[config.mk]
export PLATFORM = sky130hd
export DESIGN_NAME = hdr_video_top
export DESIGN_NICKNAME = d
export VERILOG_FILES = /design/src/logic/ctrl_pkg.sv /design/src/logic/video_pkg.sv /design/src/logic/mode_decode.sv /design/src/logic/hdr_select.sv /design/src/logic/pixel_format.sv /design/src/logic/cam_reset_seq.sv /design/src/logic/hdr_video_top.sv
export VERILOG_INCLUDE_DIRS = /design/src /design/src/logic
export SDC_FILE = /design/constraint.sdc
export NUM_CORES = 1
export LEC_CHECK = 0
export ABC_CLOCK_PERIOD_IN_PS = 3500
export CAP_MARGIN = 10
export CELL_PAD_IN_SITES_DETAIL_PLACEMENT = 0
export CELL_PAD_IN_SITES_GLOBAL_PLACEMENT = 2
export CORE_ASPECT_RATIO = 1.4
export CORE_UTILIZATION = 47
export CTS_BUF_LIST = sky130_fd_sc_hd__clkbuf_2 sky130_fd_sc_hd__clkbuf_4 sky130_fd_sc_hd__clkbuf_8
export CTS_CLUSTER_DIAMETER = 200
export DETAILED_ROUTE_END_ITERATION = 10
export DONT_BUFFER_PORTS = 1
export PLACE_DENSITY_LB_ADDON = 0.1
export SYNTH_ARGS = -nofsm -noshare
export SYNTH_HDL_FRONTEND = slang
export SYNTH_SLANG_ARGS = --single-unit
export TNS_END_PERCENT = 100
[constraint.sdc]
create_clock -name sys_clk_b -period 3.5 [get_ports sys_clk_b]
set_clock_uncertainty 0.1 [all_clocks]
set_input_delay 0.875 -clock sys_clk_b [delete_from_list [all_inputs] [get_ports sys_clk_b]]
set_output_delay 0.875 -clock sys_clk_b [all_outputs]
set_load 0.05 [all_outputs]
[src/logic/hdr_settings.svh]
/* widths, counts and the hdr exposure shift for the camera video path */
`ifndef HDR_SETTINGS_SVH
`define HDR_SETTINGS_SVH

// pixel widths along the path
`define CAM_PIX_W	8
`define HDR_PIX_W	10
`define DISP_PIX_W	8

// log2 of long/short exposure ratio
`define HDR_EXPOSURE_SHIFT	2

// camera reset hold after system reset
`define CAM_RESET_CYCLES	2500
`define CAM_RESET_CNT_W		12

// switch and vsync synchronizer depth
`define SYNC_STAGES	2

`endif

[src/logic/ctrl_pkg.sv]
/* control types: display mode and camera reset sequencer state */
package ctrl_pkg;

	// display mode, decoded from the two switches
	typedef enum logic [1:0]
	{
		MODE_CAM0 = 2'd0,
		MODE_CAM1 = 2'd1,
		MODE_HDR  = 2'd2
	} mode_e;

	// camera reset sequencer
	typedef enum logic [1:0]
	{
		SEQ_WAIT  = 2'd0,	// first cycle after reset
		SEQ_COUNT = 2'd1,
		SEQ_DONE  = 2'd2	// camera out of reset
	} seq_state_e;

endpackage

[src/logic/video_pkg.sv]
/* pixel stream structs for camera input, merge stage and display output */
`include "hdr_settings.svh"

package video_pkg;
	import ctrl_pkg::*;

	// both cameras, one shared set of strobes
	typedef struct packed
	{
		logic                  valid;
		logic                  sop;
		logic                  eop;
		logic [`CAM_PIX_W-1:0] cam0;	// long exposure
		logic [`CAM_PIX_W-1:0] cam1;	// short exposure
	} raw_pair_t;

	// selected or merged sample, tagged with its mode
	typedef struct packed
	{
		logic                  valid;
		logic                  sop;
		logic                  eop;
		mode_e                 mode;
		logic [`HDR_PIX_W-1:0] sample;
	} pix_stage_t;

	typedef struct packed
	{
		logic                   valid;
		logic                   sop;
		logic                   eop;
		logic [`DISP_PIX_W-1:0] data;
	} disp_pix_t;

endpackage

[src/logic/mode_decode.sv]
/* switch and vsync synchronizers, mode decode, mode register loaded in vsync */
`timescale 1ns/10ps
`include "hdr_settings.svh"

module mode_decode
	import ctrl_pkg::*;
(
	input  logic       sys_clk_b,
	input  logic       reset_n_b,
	input  logic [1:0] switches_i,
	input  logic       vsync_i,
	output mode_e      mode_o
);

	logic [`SYNC_STAGES-1:0][1:0] sw_sync;
	logic [`SYNC_STAGES-1:0]      vs_sync;
	mode_e                        mode_d;

	// shift chains with the oldest stage on top
	always_ff @(posedge sys_clk_b or negedge reset_n_b)
		if (!reset_n_b)
		begin
			sw_sync <= '0;
			vs_sync <= '0;
		end
		else
		begin
			sw_sync <= {sw_sync[`SYNC_STAGES-2:0], switches_i};
			vs_sync <= {vs_sync[`SYNC_STAGES-2:0], vsync_i};
		end

	always_comb
		case (sw_sync[`SYNC_STAGES-1])
			2'b10:   mode_d = MODE_CAM1;
			2'b11:   mode_d = MODE_HDR;
			default: mode_d = MODE_CAM0;	// 00 and 01
		endcase

	// only follow the switches during frame blanking
	always_ff @(posedge sys_clk_b or negedge reset_n_b)
		if (!reset_n_b)
			mode_o <= MODE_CAM0;
		else if (vs_sync[`SYNC_STAGES-1])
			mode_o <= mode_d;

endmodule

[src/logic/hdr_select.sv]
/* registered source select: camera 0, camera 1 or hdr merge of both */
`timescale 1ns/10ps
`include "hdr_settings.svh"

module hdr_select
	import ctrl_pkg::*;
	import video_pkg::*;
(
	input  logic       sys_clk_b,
	input  logic       reset_n_b,
	input  raw_pair_t  pix_i,
	input  mode_e      mode_i,
	output pix_stage_t stage_o
);

	localparam int PAD_W = `HDR_PIX_W - `CAM_PIX_W;

	logic [`HDR_PIX_W-1:0] cam0_ext;
	logic [`HDR_PIX_W-1:0] cam1_ext;
	logic [`HDR_PIX_W-1:0] cam1_scaled;
	logic [`HDR_PIX_W-1:0] sample_d;
	logic                  valid_q;
	logic                  sop_q;
	logic                  eop_q;
	mode_e                 mode_q;
	logic [`HDR_PIX_W-1:0] sample_q;

	assign cam0_ext    = {{PAD_W{1'b0}}, pix_i.cam0};
	assign cam1_ext    = {{PAD_W{1'b0}}, pix_i.cam1};
	assign cam1_scaled = cam1_ext << `HDR_EXPOSURE_SHIFT;	// short exposure to long scale

	always_comb
		case (mode_i)
			MODE_CAM1:
				sample_d = cam1_ext;
			MODE_HDR:
				// long exposure clips first, so take the larger one
				sample_d = (cam0_ext > cam1_scaled) ? cam0_ext : cam1_scaled;
			default:
				sample_d = cam0_ext;
		endcase

	always_ff @(posedge sys_clk_b or negedge reset_n_b)
		if (!reset_n_b)
		begin
			valid_q <= 1'b0;
			sop_q   <= 1'b0;
			eop_q   <= 1'b0;
		end
		else
		begin
			valid_q <= pix_i.valid;
			sop_q   <= pix_i.sop;
			eop_q   <= pix_i.eop;
		end

	always_ff @(posedge sys_clk_b)
		if (pix_i.valid)
		begin
			mode_q   <= mode_i;	// tag travels with the sample
			sample_q <= sample_d;
		end

	assign stage_o = '{
		valid:  valid_q,
		sop:    sop_q,
		eop:    eop_q,
		mode:   mode_q,
		sample: sample_q
	};

endmodule

[src/logic/pixel_format.sv]
/* registered reduction of the 10-bit stage sample to the 8-bit display sample */
`timescale 1ns/10ps
`include "hdr_settings.svh"

module pixel_format
	import ctrl_pkg::*;
	import video_pkg::*;
(
	input  logic       sys_clk_b,
	input  logic       reset_n_b,
	input  pix_stage_t stage_i,
	output disp_pix_t  pix_o
);

	logic [`DISP_PIX_W-1:0] data_d;
	logic                   valid_q;
	logic                   sop_q;
	logic                   eop_q;
	logic [`DISP_PIX_W-1:0] data_q;

	// hdr keeps the msbs, single camera keeps the lsbs
	always_comb
		if (stage_i.mode == MODE_HDR)
			data_d = stage_i.sample[`HDR_PIX_W-1 -: `DISP_PIX_W];
		else
			data_d = stage_i.sample[`DISP_PIX_W-1:0];

	always_ff @(posedge sys_clk_b or negedge reset_n_b)
		if (!reset_n_b)
		begin
			valid_q <= 1'b0;
			sop_q   <= 1'b0;
			eop_q   <= 1'b0;
		end
		else
		begin
			valid_q <= stage_i.valid;
			sop_q   <= stage_i.sop;
			eop_q   <= stage_i.eop;
		end

	always_ff @(posedge sys_clk_b)
		if (stage_i.valid)
			data_q <= data_d;

	assign pix_o = '{
		valid: valid_q,
		sop:   sop_q,
		eop:   eop_q,
		data:  data_q
	};

endmodule

[src/logic/cam_reset_seq.sv]
/* camera reset release after a fixed hold, power-down during system reset */
`timescale 1ns/10ps
`include "hdr_settings.svh"

module cam_reset_seq
	import ctrl_pkg::*;
(
	input  logic sys_clk_b,
	input  logic reset_n_b,
	output logic cam_resetb_o,
	output logic cam_pwdn_o
);

	localparam logic [`CAM_RESET_CNT_W-1:0] HOLD_CNT =
		`CAM_RESET_CNT_W'(`CAM_RESET_CYCLES);

	seq_state_e                  state_q;
	logic [`CAM_RESET_CNT_W-1:0] cnt_q;

	always_ff @(posedge sys_clk_b or negedge reset_n_b)
		if (!reset_n_b)
		begin
			state_q <= SEQ_WAIT;
			cnt_q   <= '0;
		end
		else
			case (state_q)
				SEQ_WAIT:
					state_q <= SEQ_COUNT;
				SEQ_COUNT:
					if (cnt_q == HOLD_CNT)
						state_q <= SEQ_DONE;
					else
						cnt_q <= cnt_q + 1'b1;
				default:
					state_q <= SEQ_DONE;	// sticky until next reset
			endcase

	assign cam_resetb_o = (state_q == SEQ_DONE);
	assign cam_pwdn_o   = ~reset_n_b;	// sensor powered down while system in reset

endmodule

[src/logic/hdr_video_top.sv]
/* video path top: mode decode, source select, display format, camera reset */
`timescale 1ns/10ps

module hdr_video_top
	import ctrl_pkg::*;
	import video_pkg::*;
(
	input  logic       sys_clk_b,
	input  logic       reset_n_b,
	input  raw_pair_t  cam_pix_i,
	input  logic       cam_vsync_i,
	input  logic [1:0] switches_i,
	output disp_pix_t  disp_pix_o,
	output logic       cam_resetb_o,
	output logic       cam_pwdn_o
);

	mode_e      mode;
	pix_stage_t stage;

	mode_decode u_mode_decode
	(
		.sys_clk_b  ( sys_clk_b   ),
		.reset_n_b  ( reset_n_b   ),
		.switches_i ( switches_i  ),
		.vsync_i    ( cam_vsync_i ),
		.mode_o     ( mode        )
	);

	// stage 1
	hdr_select u_hdr_select
	(
		.sys_clk_b ( sys_clk_b ),
		.reset_n_b ( reset_n_b ),
		.pix_i     ( cam_pix_i ),
		.mode_i    ( mode      ),
		.stage_o   ( stage     )
	);

	// stage 2
	pixel_format u_pixel_format
	(
		.sys_clk_b ( sys_clk_b  ),
		.reset_n_b ( reset_n_b  ),
		.stage_i   ( stage      ),
		.pix_o     ( disp_pix_o )
	);

	cam_reset_seq u_cam_reset_seq
	(
		.sys_clk_b    ( sys_clk_b    ),
		.reset_n_b    ( reset_n_b    ),
		.cam_resetb_o ( cam_resetb_o ),
		.cam_pwdn_o   ( cam_pwdn_o   )
	);

endmodule

==> impl.org, run 1 <==
** Clock tree
- Clock latency on the worst-skew pair, taken at its later pin, is 300 ps.
- Hold repair after CTS inserted 0 buffers.
- Largest buffer count on any clock path :: 2
- Setup Buffers After CTS :: 0
- Counting the buffers created by CTS gives 5.
- Clk sinks :: 48
- Clock transition at the register clock pins on the worst setup and hold paths after CTS :: 90 ps
- H-tree Lvls :: 2
- TritonCTS built the clock tree.
- Post-cts repair resize count :: 0
- Clock tree synthesis selected as its root buffer the cell sky130_fd_sc_hd__clkbuf_8.

** Logic synthesis
- Yosys mapped the design onto 38 distinct sky130hd cell types.
- Net Count, Synth :: 214
- Synthesis produced 180 cells.
- In this run, synthesis produced a sequential element count of 48.
- Cell area after synthesis :: 2240 µm²
- Dividing the synthesized area by the synthesized cell count gives 12.4 µm².
- For this run, the number of Yosys warnings is 0.
- The share of the Yosys chip area taken by registers is 0.581.

** Cells and area
- Post-layout nets :: 213
- Antenna diode count :: 0
- Layout fillers :: 419
- Final Instance Area :: 2410 µm²
- Summing all multi-input logic gate instances after layout gives 842 µm².
- Area taken by flip-flops and latches :: 1300 µm²
- The library cell used most frequently in the layout, excluding fill and tap cells, is sky130_fd_sc_hd__dfrtp_1.
- Commonest cells after routing, fill and taps aside :: 28 x sky130_fd_sc_hd__dfrtp_1, 20 x sky130_fd_sc_hd__edfxtp_1, 16 x sky130_fd_sc_hd__nand2_1
- Compared with the post-synthesis result, the final layout area differs by 7.43%.
- In the final layout, the share of cells above drive strength 1 is 0.122.

** Drt
- The pre-antenna-repair detailed-routing pass consisted of 4 iterations.
- After the first detailed-routing iteration, the DRC count stood at 68.
- Across all layers, the routed design uses 1346 vias.
- Wires add up to 3700 µm.
- Dividing the detail-routed via count by the number of cells gives 5.56.
- The detail route stage leaves a number of antenna-violating nets equal to 0.
- After detailed routing, the number of remaining DRC violations is 0.
- Avg WL per Cell :: 15.3 µm

** Floorplanning
- For this configuration, the core starts out at a cell density of 0.490.
- The initialized floorplan defines 29 standard-cell rows.
- Total die area :: 5050 µm²
- I/O pins :: 37
- Horizontal die dimension :: 60.4 µm
- Measured along the y axis, the die boundary spans 83.7 µm.
- After floorplanning, the core was sized to cover 4570 µm².

** Power
- The worst-case IR drop observed on VDD is 0.253 mV.
- The design draws 0.00123 W.
- The analysis attributes to cell leakage a power of 0.974 nW.
- Total power divided by cell area :: 511 nW/µm²

** STA
- Setup TNS Final :: 0 ps
- Setup repair after global routing left no endpoint under its margin.
- Counting I/O delays and the setup requirement, the final critical path takes 2520 ps.
- For this run, the top clock speed supported by timing is 397 MHz.
- Final hold violations :: 0
- Final setup violation count :: 0
- Max transition margin :: 0.378
- Worst-case setup margin in the final layout :: 982 ps
- Of the available clock period, the critical path in the final layout requires 0.719.
- The max-slew violation count was 0.
- Slew of the pin with the lowest slew margin :: 931 ps
- Hold_ws :: 156 ps

** Worst setup path
- At the worst endpoint, the required time is 3420 ps.
- In this run the worst path has a maximum fanout of 8.
- Endpoint kind of the worst setup timing path :: flop
- Worst setup path class :: primary input to flop
- WP data arrival :: 2430 ps
- STA classifies the critical path startpoint as a primary input.

** Placement
- Final weighted congestion of routability-driven global placement :: 0.871
- Input and output buffers added on the ports amount to 0.
- Placement Cell Area :: 2270 µm²
- After legalization and detailed placement, the total HPWL measured 2770 µm.
- Timing analysis after detailed placement gives a worst setup slack of 715 ps.

** Global routing
- First-pass GRT wire length :: 6080 µm
- The initial antenna violation count was 0.
- Overall fraction of global-route tracks in use :: 0.160
- Entering global routing, the biggest net connects 30 pins.
- Number of global-route vias before repair :: 1320
- Summed over all layers, the global routing overflow is 0.

** Worst hold path
- Hold Path Class :: primary input to asynchronous set/reset pin

** Status
- Outcome :: complete, no violations

** Job
- Max-cap violations in this run came to 0.
-- report_power, final --
group          switching (W)  internal (W)
combinational      0.0000487     0.0000405
sequential         0.0000511      0.000626
clock               0.000177      0.000287
-- flip-flops by register name (all words and copies together) (netlist names), 2 cells and up --
register                 cells
u_mode_decode.vs_sync        2
u_cam_reset_seq.state_q      2
u_mode_decode.mode_o         2
u_cam_reset_seq.cnt_q       12
u_hdr_select.sample_q       10
u_pixel_format.data_q        8
u_hdr_select.mode_q          2
u_mode_decode.sw_sync        4
-- layout make-up --
| type | instances | share of cell area |
|---|---|---|
| Multi-Input combinational cell | 111 | 0.350 |
| Tap cell | 62 | 0.0322 |
| Inverter | 13 | 0.0203 |
| Clock buffer | 5 | 0.0286 |
| Clock inverter | 3 | 0.0286 |
| Sequential cell | 48 | 0.541 |
-- routing by layer --
| layer | GRT usage | wire length [µm] |
|---|---|---|
| met1 | 0.204 | 1600 |
| met2 | 0.259 | 1850 |
| met3 | 0.0326 | 182 |
| met4 | 0.0634 | 60 |
| met5 | 0 | 0 |
-- final timing paths --
path	depth (start not counted)	slack (ps)	startpoint	end
max	7	980	cam_pix_i[5]	u_hdr_select.sample_q[2]$_DFFE_PP_
min	0	160	reset_n_b	u_cam_reset_seq.cnt_q[0]$_DFFE_PN0P_
max reg2reg	7	1400	u_cam_reset_seq.cnt_q[0]$_DFFE_PN0P_	u_cam_reset_seq.cnt_q[11]$_DFFE_PN0P_
min reg2reg	0	250	u_mode_decode.sw_sync[1]$_DFF_PN0_	u_mode_decode.sw_sync[3]$_DFF_PN0_
max in group asynchronous	0	3060	reset_n_b	u_hdr_select.valid_q$_DFF_PN0_
min in group sys_clk_b	0	250	u_mode_decode.sw_sync[1]$_DFF_PN0_	u_mode_decode.sw_sync[3]$_DFF_PN0_
-- synth_stat cells --
cell	n	area (µm²)
sky130_fd_sc_hd__nand4_2	1	12.5
sky130_fd_sc_hd__edfxtp_1	20	601
sky130_fd_sc_hd__a21oi_1	5	25.0
sky130_fd_sc_hd__nor3b_1	1	7.51
sky130_fd_sc_hd__nand3_1	4	20.0
sky130_fd_sc_hd__inv_1	13	48.8
sky130_fd_sc_hd__a22oi_1	2	15.0
sky130_fd_sc_hd__a22o_1	2	17.5
sky130_fd_sc_hd__xor2_1	4	35.0
sky130_fd_sc_hd__nand2_1	16	60.1
sky130_fd_sc_hd__ha_1	10	125
sky130_fd_sc_hd__a41oi_2	1	16.3
sky130_fd_sc_hd__mux2_2	8	90.1
sky130_fd_sc_hd__a31o_2	1	8.76
sky130_fd_sc_hd__and4_1	1	8.76
sky130_fd_sc_hd__buf_4	3	22.5
sky130_fd_sc_hd__nand4bb_4	1	27.5
sky130_fd_sc_hd__dfrtp_1	28	701
sky130_fd_sc_hd__nand2b_1	2	12.5
sky130_fd_sc_hd__a311o_1	2	20.0
sky130_fd_sc_hd__and2_1	4	25.0
sky130_fd_sc_hd__o21ai_0	5	25.0
sky130_fd_sc_hd__nand3b_1	2	15.0
sky130_fd_sc_hd__nor3_1	2	10.0
sky130_fd_sc_hd__xnor2_1	7	61.3
sky130_fd_sc_hd__nor4_4	1	21.3
sky130_fd_sc_hd__nand4_1	8	50.1
sky130_fd_sc_hd__and3_1	1	6.26
sky130_fd_sc_hd__o211ai_1	4	30.0
sky130_fd_sc_hd__a211oi_1	2	15.0
sky130_fd_sc_hd__nor2b_1	4	25.0
sky130_fd_sc_hd__clkbuf_1	4	15.0
sky130_fd_sc_hd__nor2_1	6	22.5
sky130_fd_sc_hd__a21oi_2	1	8.76
sky130_fd_sc_hd__buf_6	1	11.3
sky130_fd_sc_hd__o311ai_1	1	8.76
sky130_fd_sc_hd__or3_1	1	6.26
sky130_fd_sc_hd__and4b_1	1	10.0
-- metrics by stage --
step                cells   util
floorplan             180      -
global placement      234  0.496
detailed placement    234  0.496
CTS                   242  0.527
global route          242  0.527
finish                242  0.527
-- critical path, stage by stage --
cell and delay (ps):
sky130_fd_sc_hd__inv_1 20, sky130_fd_sc_hd__ha_1 330, sky130_fd_sc_hd__a21oi_1 90, sky130_fd_sc_hd__or3_1 360
sky130_fd_sc_hd__a21oi_2 310, sky130_fd_sc_hd__and2_1 300, sky130_fd_sc_hd__o311ai_1 150
-- logic make-up after synthesis --
family                   synth area share
AO/OA/AOI/OAI                      0.0849
multiplexers                       0.0402
buffers and inverters              0.0435
AND/OR/NAND/NOR                     0.152
flip-flops                          0.581
adder cells (fa/ha/maj)            0.0558
XOR/XNOR                           0.0430
No activity file was read; power rests on OpenSTA's default activity.
==> run 2: changes to the inputs <==
ABC_CLOCK_PERIOD_IN_PS = 2100   (was 3500)
CORE_UTILIZATION = 39   (was 47)
clock period = 2.1 ns   (was 3.5 ns; I/O delays follow)
==> run 2 against run 1 <==
  * Register-to-register slack worse by 1200 ps
  * Final cell count grew 6.6%
  * Sequential cell count unchanged
  * Clock power up 16%
  * Critical endpoint is now u_cam_reset_seq.cnt_q[11]$_DFFE_PN0P_
  * Largest power group unchanged
==> impl.org, run 2 (same netlist as run 1, synthesis figures left out) <==
** Status
- Outcome :: complete, no violations

** STA
- Slew of the pin with the lowest slew margin :: 496 ps (-435 ps)
- The hold violation total from the final report was 0 (unchanged).
- Max Transition Viols Final :: 0 (unchanged)
- The remaining max-slew budget at the tightest pin came to 0.669 (+0.291).
- The count of endpoints failing setup in the final report came to 0 (unchanged).
- Post-route fraction of the period consumed by the critical path :: 0.927
- The routed design could run at a clock period as short as 1950 ps.
- Upper clock frequency limit :: 514 MHz
- The final-layout worst hold slack was 146 ps (-10.5 ps).

** Floorplanning
- The placeable core region is 5530 µm² (+21%).
- Horizontal die dimension :: 66.1 µm (+9.5%)
- I/O pins :: 37 (unchanged)
- Number of standard-cell rows in the floorplan :: 32 (+10%)
- The die extent in y was 91.7 µm (+9.5%).
- The die footprint is 6060 µm² (+20%).
- The starting density of the core came to 0.406 (-0.0846).

** Drt
- The violation count after the first detailed-routing iteration was 74 (+8.8%).
- The via count is 1390 (+3.3%).
- The count of antenna-violating nets left after detailed routing was 0 (unchanged).
- The detailed-routing iteration count for the pre-antenna-repair pass was 4 (unchanged).
- The routed via count divided by cell count is 5.39 (-3.1%).
- The post-detailed-route wirelength per cell was 16.6 µm (+8.5%).
- The final routed wirelength across all metal layers is 4280 µm (+16%).
- Number of DRC violations after detailed routing :: 0 (unchanged)

** Power
- The maximum vdd drop is 0.287 mV (+13%).
- Static power due to leakage :: 1.03 nW (+5.4%)
- Final Power :: 0.00185 W (+51%)
- The power density over the cells came to 735 nW/µm² (+44%).

** Placement
- Buffers added on ports :: 0 (unchanged)
- The final estimated routing congestion in global placement was 0.759 (-13%).
- Placement Cell Area :: 2380 µm² (+5.0%)
- Hpwl dp :: 3250 µm (+17%)

** Worst setup path
- The worst setup path is captured at a flop.
- Data required time at the worst endpoint :: 2230 ps (-1190 ps)
- The data arrival time of the worst path is 2070 ps (-360 ps).
- Worst Path Max Fanout :: 5 (-3)
- The worst setup path is of the flop to flop kind.
- The slack of the worst reg-to-reg path came to 150 ps (-1250 ps).
- Worst r2r src :: u_cam_reset_seq.cnt_q[1]$_DFFE_PN0P_
- Startpoint type of the worst setup path :: flop
- Startpoint of the most critical setup path :: u_cam_reset_seq.cnt_q[1]$_DFFE_PN0P_

** Global routing
- Overall fraction of global-route tracks in use :: 0.157 (-0.00364)
- Number of global-route vias before repair :: 1459 (+11%)
- The maximum number of pins on one net before global-route repair is 29 (-3.3%).
- First-pass GRT wire length :: 6990 µm (+15%)
- Sum of overflow across all layers after global routing :: 0 (unchanged)
- Initial antenna violation count :: 0 (unchanged)

** Clock tree
- Clock tree synthesis selected as its root buffer the cell sky130_fd_sc_hd__clkbuf_8.
- Worst-skew pair later-pin latency :: 300 ps (about the same)
- Clk sinks :: 48 (unchanged)
- CTS tree :: yes
- H-tree Lvls :: 2 (unchanged)
- Number of buffers added by the clock tree synthesis step :: 5 (unchanged)
- The clock-pin slew on the worst setup and hold paths was 90 ps (about the same).
- The clock tree buffer depth was 2 (unchanged).

** Job
- The number of max-cap violations is 0 (unchanged).

** Worst hold path
- The tightest min-delay check is of the primary input to flop type.
- The worst hold path begins at cam_pix_i[17].

** Cells and area
- The number of flip-flops under the largest register name was 12 (unchanged).
- Most common library cell in the layout ignoring fill and taps :: sky130_fd_sc_hd__dfrtp_1
- The count of inserted antenna diode cells is 0 (unchanged).
- Final Instance Area :: 2520 µm² (+4.7%)
- The layout net count was 223 (+4.7%).
- Commonest cells after routing, fill and taps aside :: 28 x sky130_fd_sc_hd__dfrtp_1, 20 x sky130_fd_sc_hd__edfxtp_1, 16 x sky130_fd_sc_hd__nand2_1
- The fraction of layout cells with a size suffix above 1 was 0.205 (+0.0830).
- Register with the most flip-flops :: u_cam_reset_seq.cnt_q
- The largest registers in the layout are u_cam_reset_seq.cnt_q (12), u_hdr_select.sample_q (10), u_pixel_format.data_q (8).
- The area growth from synthesis to layout is 12.5%.
[run 2: cell type report]
type                    instances  area [µm²]
repair buffers                 10        90.1
multi-input cells             111         902
flip-flops and latches         48        1300
clock inverters                 3        17.5
fillers                       523        3000
well taps                      68        85.1
inverters                      13        56.3
clock buffers                   5        68.8
[run 2: timing repair]
action                                  4_1_cts  5_1_grt
endpoints found under the setup margin        0        3
gates resized for setup                       0        3
hold buffers                                  2        0
buffers inserted                              0        1
endpoints found under the hold margin        28        0
[run 2: final timing paths]
check	depth (start not counted)	end
min in group asynchronous	2	u_cam_reset_seq.cnt_q[1]$_DFFE_PN0P_
worst min register to register	0	u_pixel_format.sop_q$_DFF_PN0_
worst min-delay path	0	u_hdr_select.sop_q$_DFF_PN0_
worst max register to register	7	u_cam_reset_seq.cnt_q[11]$_DFFE_PN0P_
worst max-delay path	7	u_cam_reset_seq.cnt_q[11]$_DFFE_PN0P_
max in group asynchronous	2	u_mode_decode.vs_sync[0]$_DFF_PN0_
[run 2: metal layers]
layer | vias to the layer above | global-route usage | routed length (µm)
li1 | 656 | - | -
met1 | 682 | 0.142 | 1460
met2 | 41 | 0.289 | 2390
met3 | 11 | 0.0572 | 281
met4 | 0 | 0.0833 | 147
met5 | - | 0 | 0
[run 2: power by group]
part / switching [W] / internal, W
Combinational: 0.0000982 / 0.0000925
Clock: 0.000303 / 0.000233
Sequential: 0.0000843 / 0.00104
Total: 0.000486 / 0.00137
[run 2: worst max-delay path, cell delays in order (launching register included)]
cell,delay (ps)
sky130_fd_sc_hd__dfrtp_1,430
sky130_fd_sc_hd__inv_1,80
sky130_fd_sc_hd__ha_1,190
sky130_fd_sc_hd__and4b_1,230
sky130_fd_sc_hd__a41oi_2,250
sky130_fd_sc_hd__nand4_4,190
sky130_fd_sc_hd__nor3_2,240
sky130_fd_sc_hd__xor2_1,170
[run 2: metrics by stage]
step / setup WS (ps) / utilization / cells / TNS (ps)
6_report: 154 / 0.456 / 258 / 0
5_1_grt: -22.8 / 0.456 / 258 / -22.8
3_3_place_gp: -127 / 0.431 / 247 / -522
2_1_floorplan: -153 / - / 180 / -485
3_5_place_dp: -159 / 0.431 / 247 / -731
4_1_cts: 18.1 / 0.452 / 257 / 0
==> run 3: changes to the inputs <==
CORE_UTILIZATION = 40   (was 39)
CTS_BUF_LIST = sky130_fd_sc_hd__clkbuf_8   (was sky130_fd_sc_hd__clkbuf_2 sky130_fd_sc_hd__clkbuf_4 sky130_fd_sc_hd__clkbuf_8)
SETUP_SLACK_MARGIN = 0.1   (was not set)
SYNTH_HIERARCHICAL = 1   (was not set)
==> run 3 against run 2 <==
  * Sequential cell count unchanged
  * Synthesized cell count is 5.6% higher
  * Worst hold slack improved by 4.3 ps
  * Core utilization increased by 0.32 points
  * Die area rose by 1.6%
  * Critical path depth fell by 1
==> impl.org, run 3 <==
** Cells and area
- The fraction of layout cells with a size suffix above 1 came to 0.177 (-0.0282).
- The post-route cell area was 2560 µm² (+1.4%).
- Layout fillers :: 517 (-1.1%)
- Post-layout nets :: 225 (+0.90%)
- The number of flip-flops under the largest register name was 12 (unchanged).
- Leaving out fill and tap cells, the most frequent cell in the layout is sky130_fd_sc_hd__dfrtp_1.
- Area taken by flip-flops and latches :: 1300 µm² (unchanged)
- Compared with the post-synthesis result, the final layout area differs by 9.42%.
- The fraction of the core area covered by cells at the end of the flow was 0.460 (+0.00324).
- Antenna diode count :: 0 (unchanged)
- The multi-input logic area is 913 µm² (+1.2%).
- More flip-flops sit in one register than any other, and that register is u_cam_reset_seq/cnt_q.
- In the final layout, the registers with the most flip-flops are u_cam_reset_seq/cnt_q (12), u_hdr_select/sample_q (10), u_pixel_format/data_q (8).
- Commonest cells after routing, fill and taps aside :: 28 x sky130_fd_sc_hd__dfrtp_1, 20 x sky130_fd_sc_hd__edfxtp_1, 17 x sky130_fd_sc_hd__nand2_1

** Logic synthesis
- Ranked by total cell area, the synthesized netlist is headed by sky130_fd_sc_hd__dfrtp_1 30%, sky130_fd_sc_hd__edfxtp_1 26%, sky130_fd_sc_hd__mux2_4 5.8%.
- Synthesized area divided by synthesized cell count :: 12.3 µm² (-1.2%)
- Area fraction of the dominant cell type after synthesis :: 0.300 (-0.0129)
- The post-synthesis instance total was 190 (+5.6%).
- Sorting the synthesized cells by how often they occur yields 28 x sky130_fd_sc_hd__dfrtp_1, 20 x sky130_fd_sc_hd__edfxtp_1, 17 x sky130_fd_sc_hd__nand2_1, 16 x sky130_fd_sc_hd__inv_1, 10 x sky130_fd_sc_hd__ha_1.
- By instance count, the leading cell after synthesis is sky130_fd_sc_hd__dfrtp_1.
- Count of cell types in the netlist :: 36 (-5.3%)
- The number of synthesis warnings was 6 (+6).
- Cell area after synthesis :: 2340 µm² (+4.3%)
- Count of flip-flops with a built-in enable after synthesis :: 20 (unchanged)
- The fraction of registers with async set/reset came to 0.583 (unchanged).
- Net Count, Synth :: 224 (+4.7%)
- Commonest register cell after synthesis :: sky130_fd_sc_hd__dfrtp_1
- The biggest area contributor in the post-synthesis netlist is sky130_fd_sc_hd__dfrtp_1.
- Synth Register Bits :: 48 (unchanged)
- Part of the Yosys area used for sequential elements :: 0.557 (-0.0239)

** Floorplanning
- The die extent in y was 92.4 µm (+0.82%).
- Total die area :: 6160 µm² (+1.6%)
- The starting density of the core came to 0.420 (+0.0144).
- The overall die width is 66.6 µm (+0.82%).
- Number of standard-cell rows in the floorplan :: 32 (unchanged)
- Core area :: 5570 µm² (+0.72%)
- I/O pins :: 37 (unchanged)

** Power
- The total leakage power is 1.05 nW (+2.7%).
- Proportion of power drawn by the clock network :: 0.368 (+0.079)
- Switching pwr :: 0.000491 W (+1.0%)
- Peak supply drop :: 0.362 mV (+26%)
- P_int :: 0.00162 W (+18%)
- The share of total power consumed by net switching was 0.233 (-0.0293).
- Proportion of power drawn by combinational gates :: 0.096 (-0.007)
- Total power divided by cell area :: 825 nW/µm² (+12%)
- The share of total power in sequential cells was 0.536 (-0.072).
- Final Power :: 0.00211 W (+14%)

** Drt
- The detailed-routing iteration count for the pre-antenna-repair pass came to 4 (unchanged).
- The violation count after the first detailed-routing iteration came to 109 (+47%).
- Avg WL per Cell :: 15.7 µm (-5.3%)
- The count of antenna-violating nets left after detailed routing came to 0 (unchanged).
- Number of vias in the routed layout :: 1388 (-0.14%)
- The final routed wirelength across all metal layers came to 4080 µm (-4.6%).
- Number of DRC violations after detailed routing :: 0 (unchanged)
- Post-detailed-route via-to-cell ratio :: 5.34 (-0.91%)

** STA
- The count of endpoints failing setup in the final report was 0 (unchanged).
- Upper clock frequency limit :: 525 MHz (+2.1%)
- The hold violation total from the final report was 0 (unchanged).
- The remaining max-slew budget at the tightest pin was 0.682 (+0.0132).
- Slew of the pin with the lowest slew margin :: 478 ps (-18.8 ps)
- Tmin final :: 1910 ps (-39.7 ps)
- Hold_ws :: 150 ps (+4.29 ps)
- Setup repair after global routing missed its margin :: no
- Post-route fraction of the period consumed by the critical path :: 0.908 (-0.0189)
- The max-slew violation count came to 0 (unchanged).
- The final sum of negative setup slack was 0 ps (unchanged).

** Clock tree
- Clk sinks :: 48 (unchanged)
- H-tree Lvls :: 2 (unchanged)
- CTS tree :: yes
- The clock tree buffer depth was 2 (unchanged).
- Master cell of the clock root buffer :: sky130_fd_sc_hd__clkbuf_8
- The clock-pin slew on the worst setup and hold paths is 90 ps (about the same).
- The count of buffers added by post-CTS timing repair for setup was 0 (unchanged).
- The CTS buffer count came to 5 (unchanged).
- Worst-skew pair later-pin latency :: 290 ps (about the same)

** Placement
- The sum of net half-perimeters after detailed placement is 3100 µm (-4.4%).
- The placed cell area is 2390 µm² (+0.32%).
- The count of input and output buffers was 0 (unchanged).
- Final weighted congestion of routability-driven global placement :: 0.829 (+9.3%)

** Worst setup path
- The worst setup path is of the flop to flop kind.
- Worst Path Max Fanout :: 3 (-2)
- The worst setup path is captured at a flop.
- The required time of the critical path came to 2180 ps (-50 ps).
- Startpoint type of the worst setup path :: flop
- WP data arrival :: 1990 ps (-80 ps)

** Global routing
- The total global routing track utilization came to 0.152 (-0.00503).
- The number of global-route vias before repair came to 1488 (+2.0%).
- Sum of overflow across all layers after global routing :: 0 (unchanged)
- First-pass GRT wire length :: 6890 µm (-1.4%)
- The initial antenna violation count is 0 (unchanged).
- The maximum number of pins on one net before global-route repair was 29 (unchanged).

** Worst hold path
- The min-delay analysis places its worst path in the category primary input to flop.

** Status
- Outcome :: complete, no violations

** Job
- Reported max-cap violation count :: 0 (unchanged)
==> run 3: cell types whose count changed in the layout (fill, tap and decap cells not counted), moves of 3 or more <==
cell,change
sky130_fd_sc_hd__a21oi_1,+4
sky130_fd_sc_hd__nand3_1,+4
sky130_fd_sc_hd__o311ai_2,+5
sky130_fd_sc_hd__xor2_1,-3
sky130_fd_sc_hd__mux2_4,+9
sky130_fd_sc_hd__inv_1,+4
sky130_fd_sc_hd__buf_4,-4
sky130_fd_sc_hd__mux2_2,-8
==> run 3: power by group through the flow <==
stage          combinational, W  sequential, W  clock, W
6_report               0.000202        0.00113  0.000777
5_1_grt                0.000225        0.00114  0.000844
4_1_cts                0.000205        0.00113  0.000805
3_5_place_dp           0.000187        0.00115         0
3_3_place_gp           0.000183        0.00115         0
2_1_floorplan          0.000173        0.00113         0
==> run 3: kinds of logic (layout without fill, tap and decap cells) <==
logic type | Yosys count | count (layout) | share of synthesized area
compound gates | 24 | 24 | 0.0808
flops | 48 | 48 | 0.557
fa+ha+maj | 10 | 10 | 0.0535
mux | 10 | 10 | 0.0621
simple gates | 61 | 61 | 0.155
xor+xnor | 9 | 9 | 0.0337
buf+inv | 28 | 30 | 0.0578
==> run 3: what timing repair did <==
| action | 4_1_cts | 5_1_grt |
|---|---|---|
| endpoints found under the hold margin | 28 | 0 |
| hold buffers | 2 | 0 |
| gates resized for setup | 0 | 0 |
==> run 3: path summary, 6_finish.rpt <==
path | startpoint | to | slack [ps] | depth (start not counted)
worst max register to register | u_cam_reset_seq/cnt_q[0]$_DFFE_PN0P_ | u_cam_reset_seq/cnt_q[1]$_DFFE_PN0P_ | 190 | 6
min in group asynchronous | reset_n_b | u_pixel_format/sop_q$_DFF_PN0_ | 560 | 2
max in group asynchronous | reset_n_b | u_mode_decode/vs_sync[1]$_DFF_PN0_ | 1180 | 2
worst max-delay path | u_cam_reset_seq/cnt_q[0]$_DFFE_PN0P_ | u_cam_reset_seq/cnt_q[1]$_DFFE_PN0P_ | 190 | 6
worst min register to register | u_hdr_select/eop_q$_DFF_PN0_ | u_pixel_format/eop_q$_DFF_PN0_ | 250 | 0
worst min-delay path | cam_pix_i[16] | u_hdr_select/eop_q$_DFF_PN0_ | 150 | 0
==> run 3: final cells by class <==
cell class | instances | share of cell area
sequential | 48 | 0.509
multi-input combinational | 114 | 0.357
tap | 68 | 0.0333
clock buffer | 5 | 0.0269
clock inverter | 3 | 0.0269
timing repair buffer | 6 | 0.0235
inverter | 16 | 0.0235
==> run 3: metrics by stage <==
step / worst slack [ps] / cells
2_1_floorplan: 127 / 190
3_3_place_gp: -45.0 / 250
3_5_place_dp: -87.4 / 250
4_1_cts: 180 / 260
5_1_grt: 116 / 260
6_report: 194 / 260
==> run 3: metal layers <==
layer,vias up,global-route usage,part of all wire
met5,-,0,0
met4,0,0.0621,0.013
met3,5,0.0369,0.045
met2,37,0.272,0.55
met1,683,0.165,0.39
li1,663,-,-
==> run 3: critical path, stage by stage (launching register included) <==
cell and delay (ps):
sky130_fd_sc_hd__dfrtp_1 410, sky130_fd_sc_hd__inv_1 90, sky130_fd_sc_hd__ha_1 140, sky130_fd_sc_hd__or4b_4 470
sky130_fd_sc_hd__nor3_4 190, sky130_fd_sc_hd__nor2b_1 100, sky130_fd_sc_hd__mux2_4 300
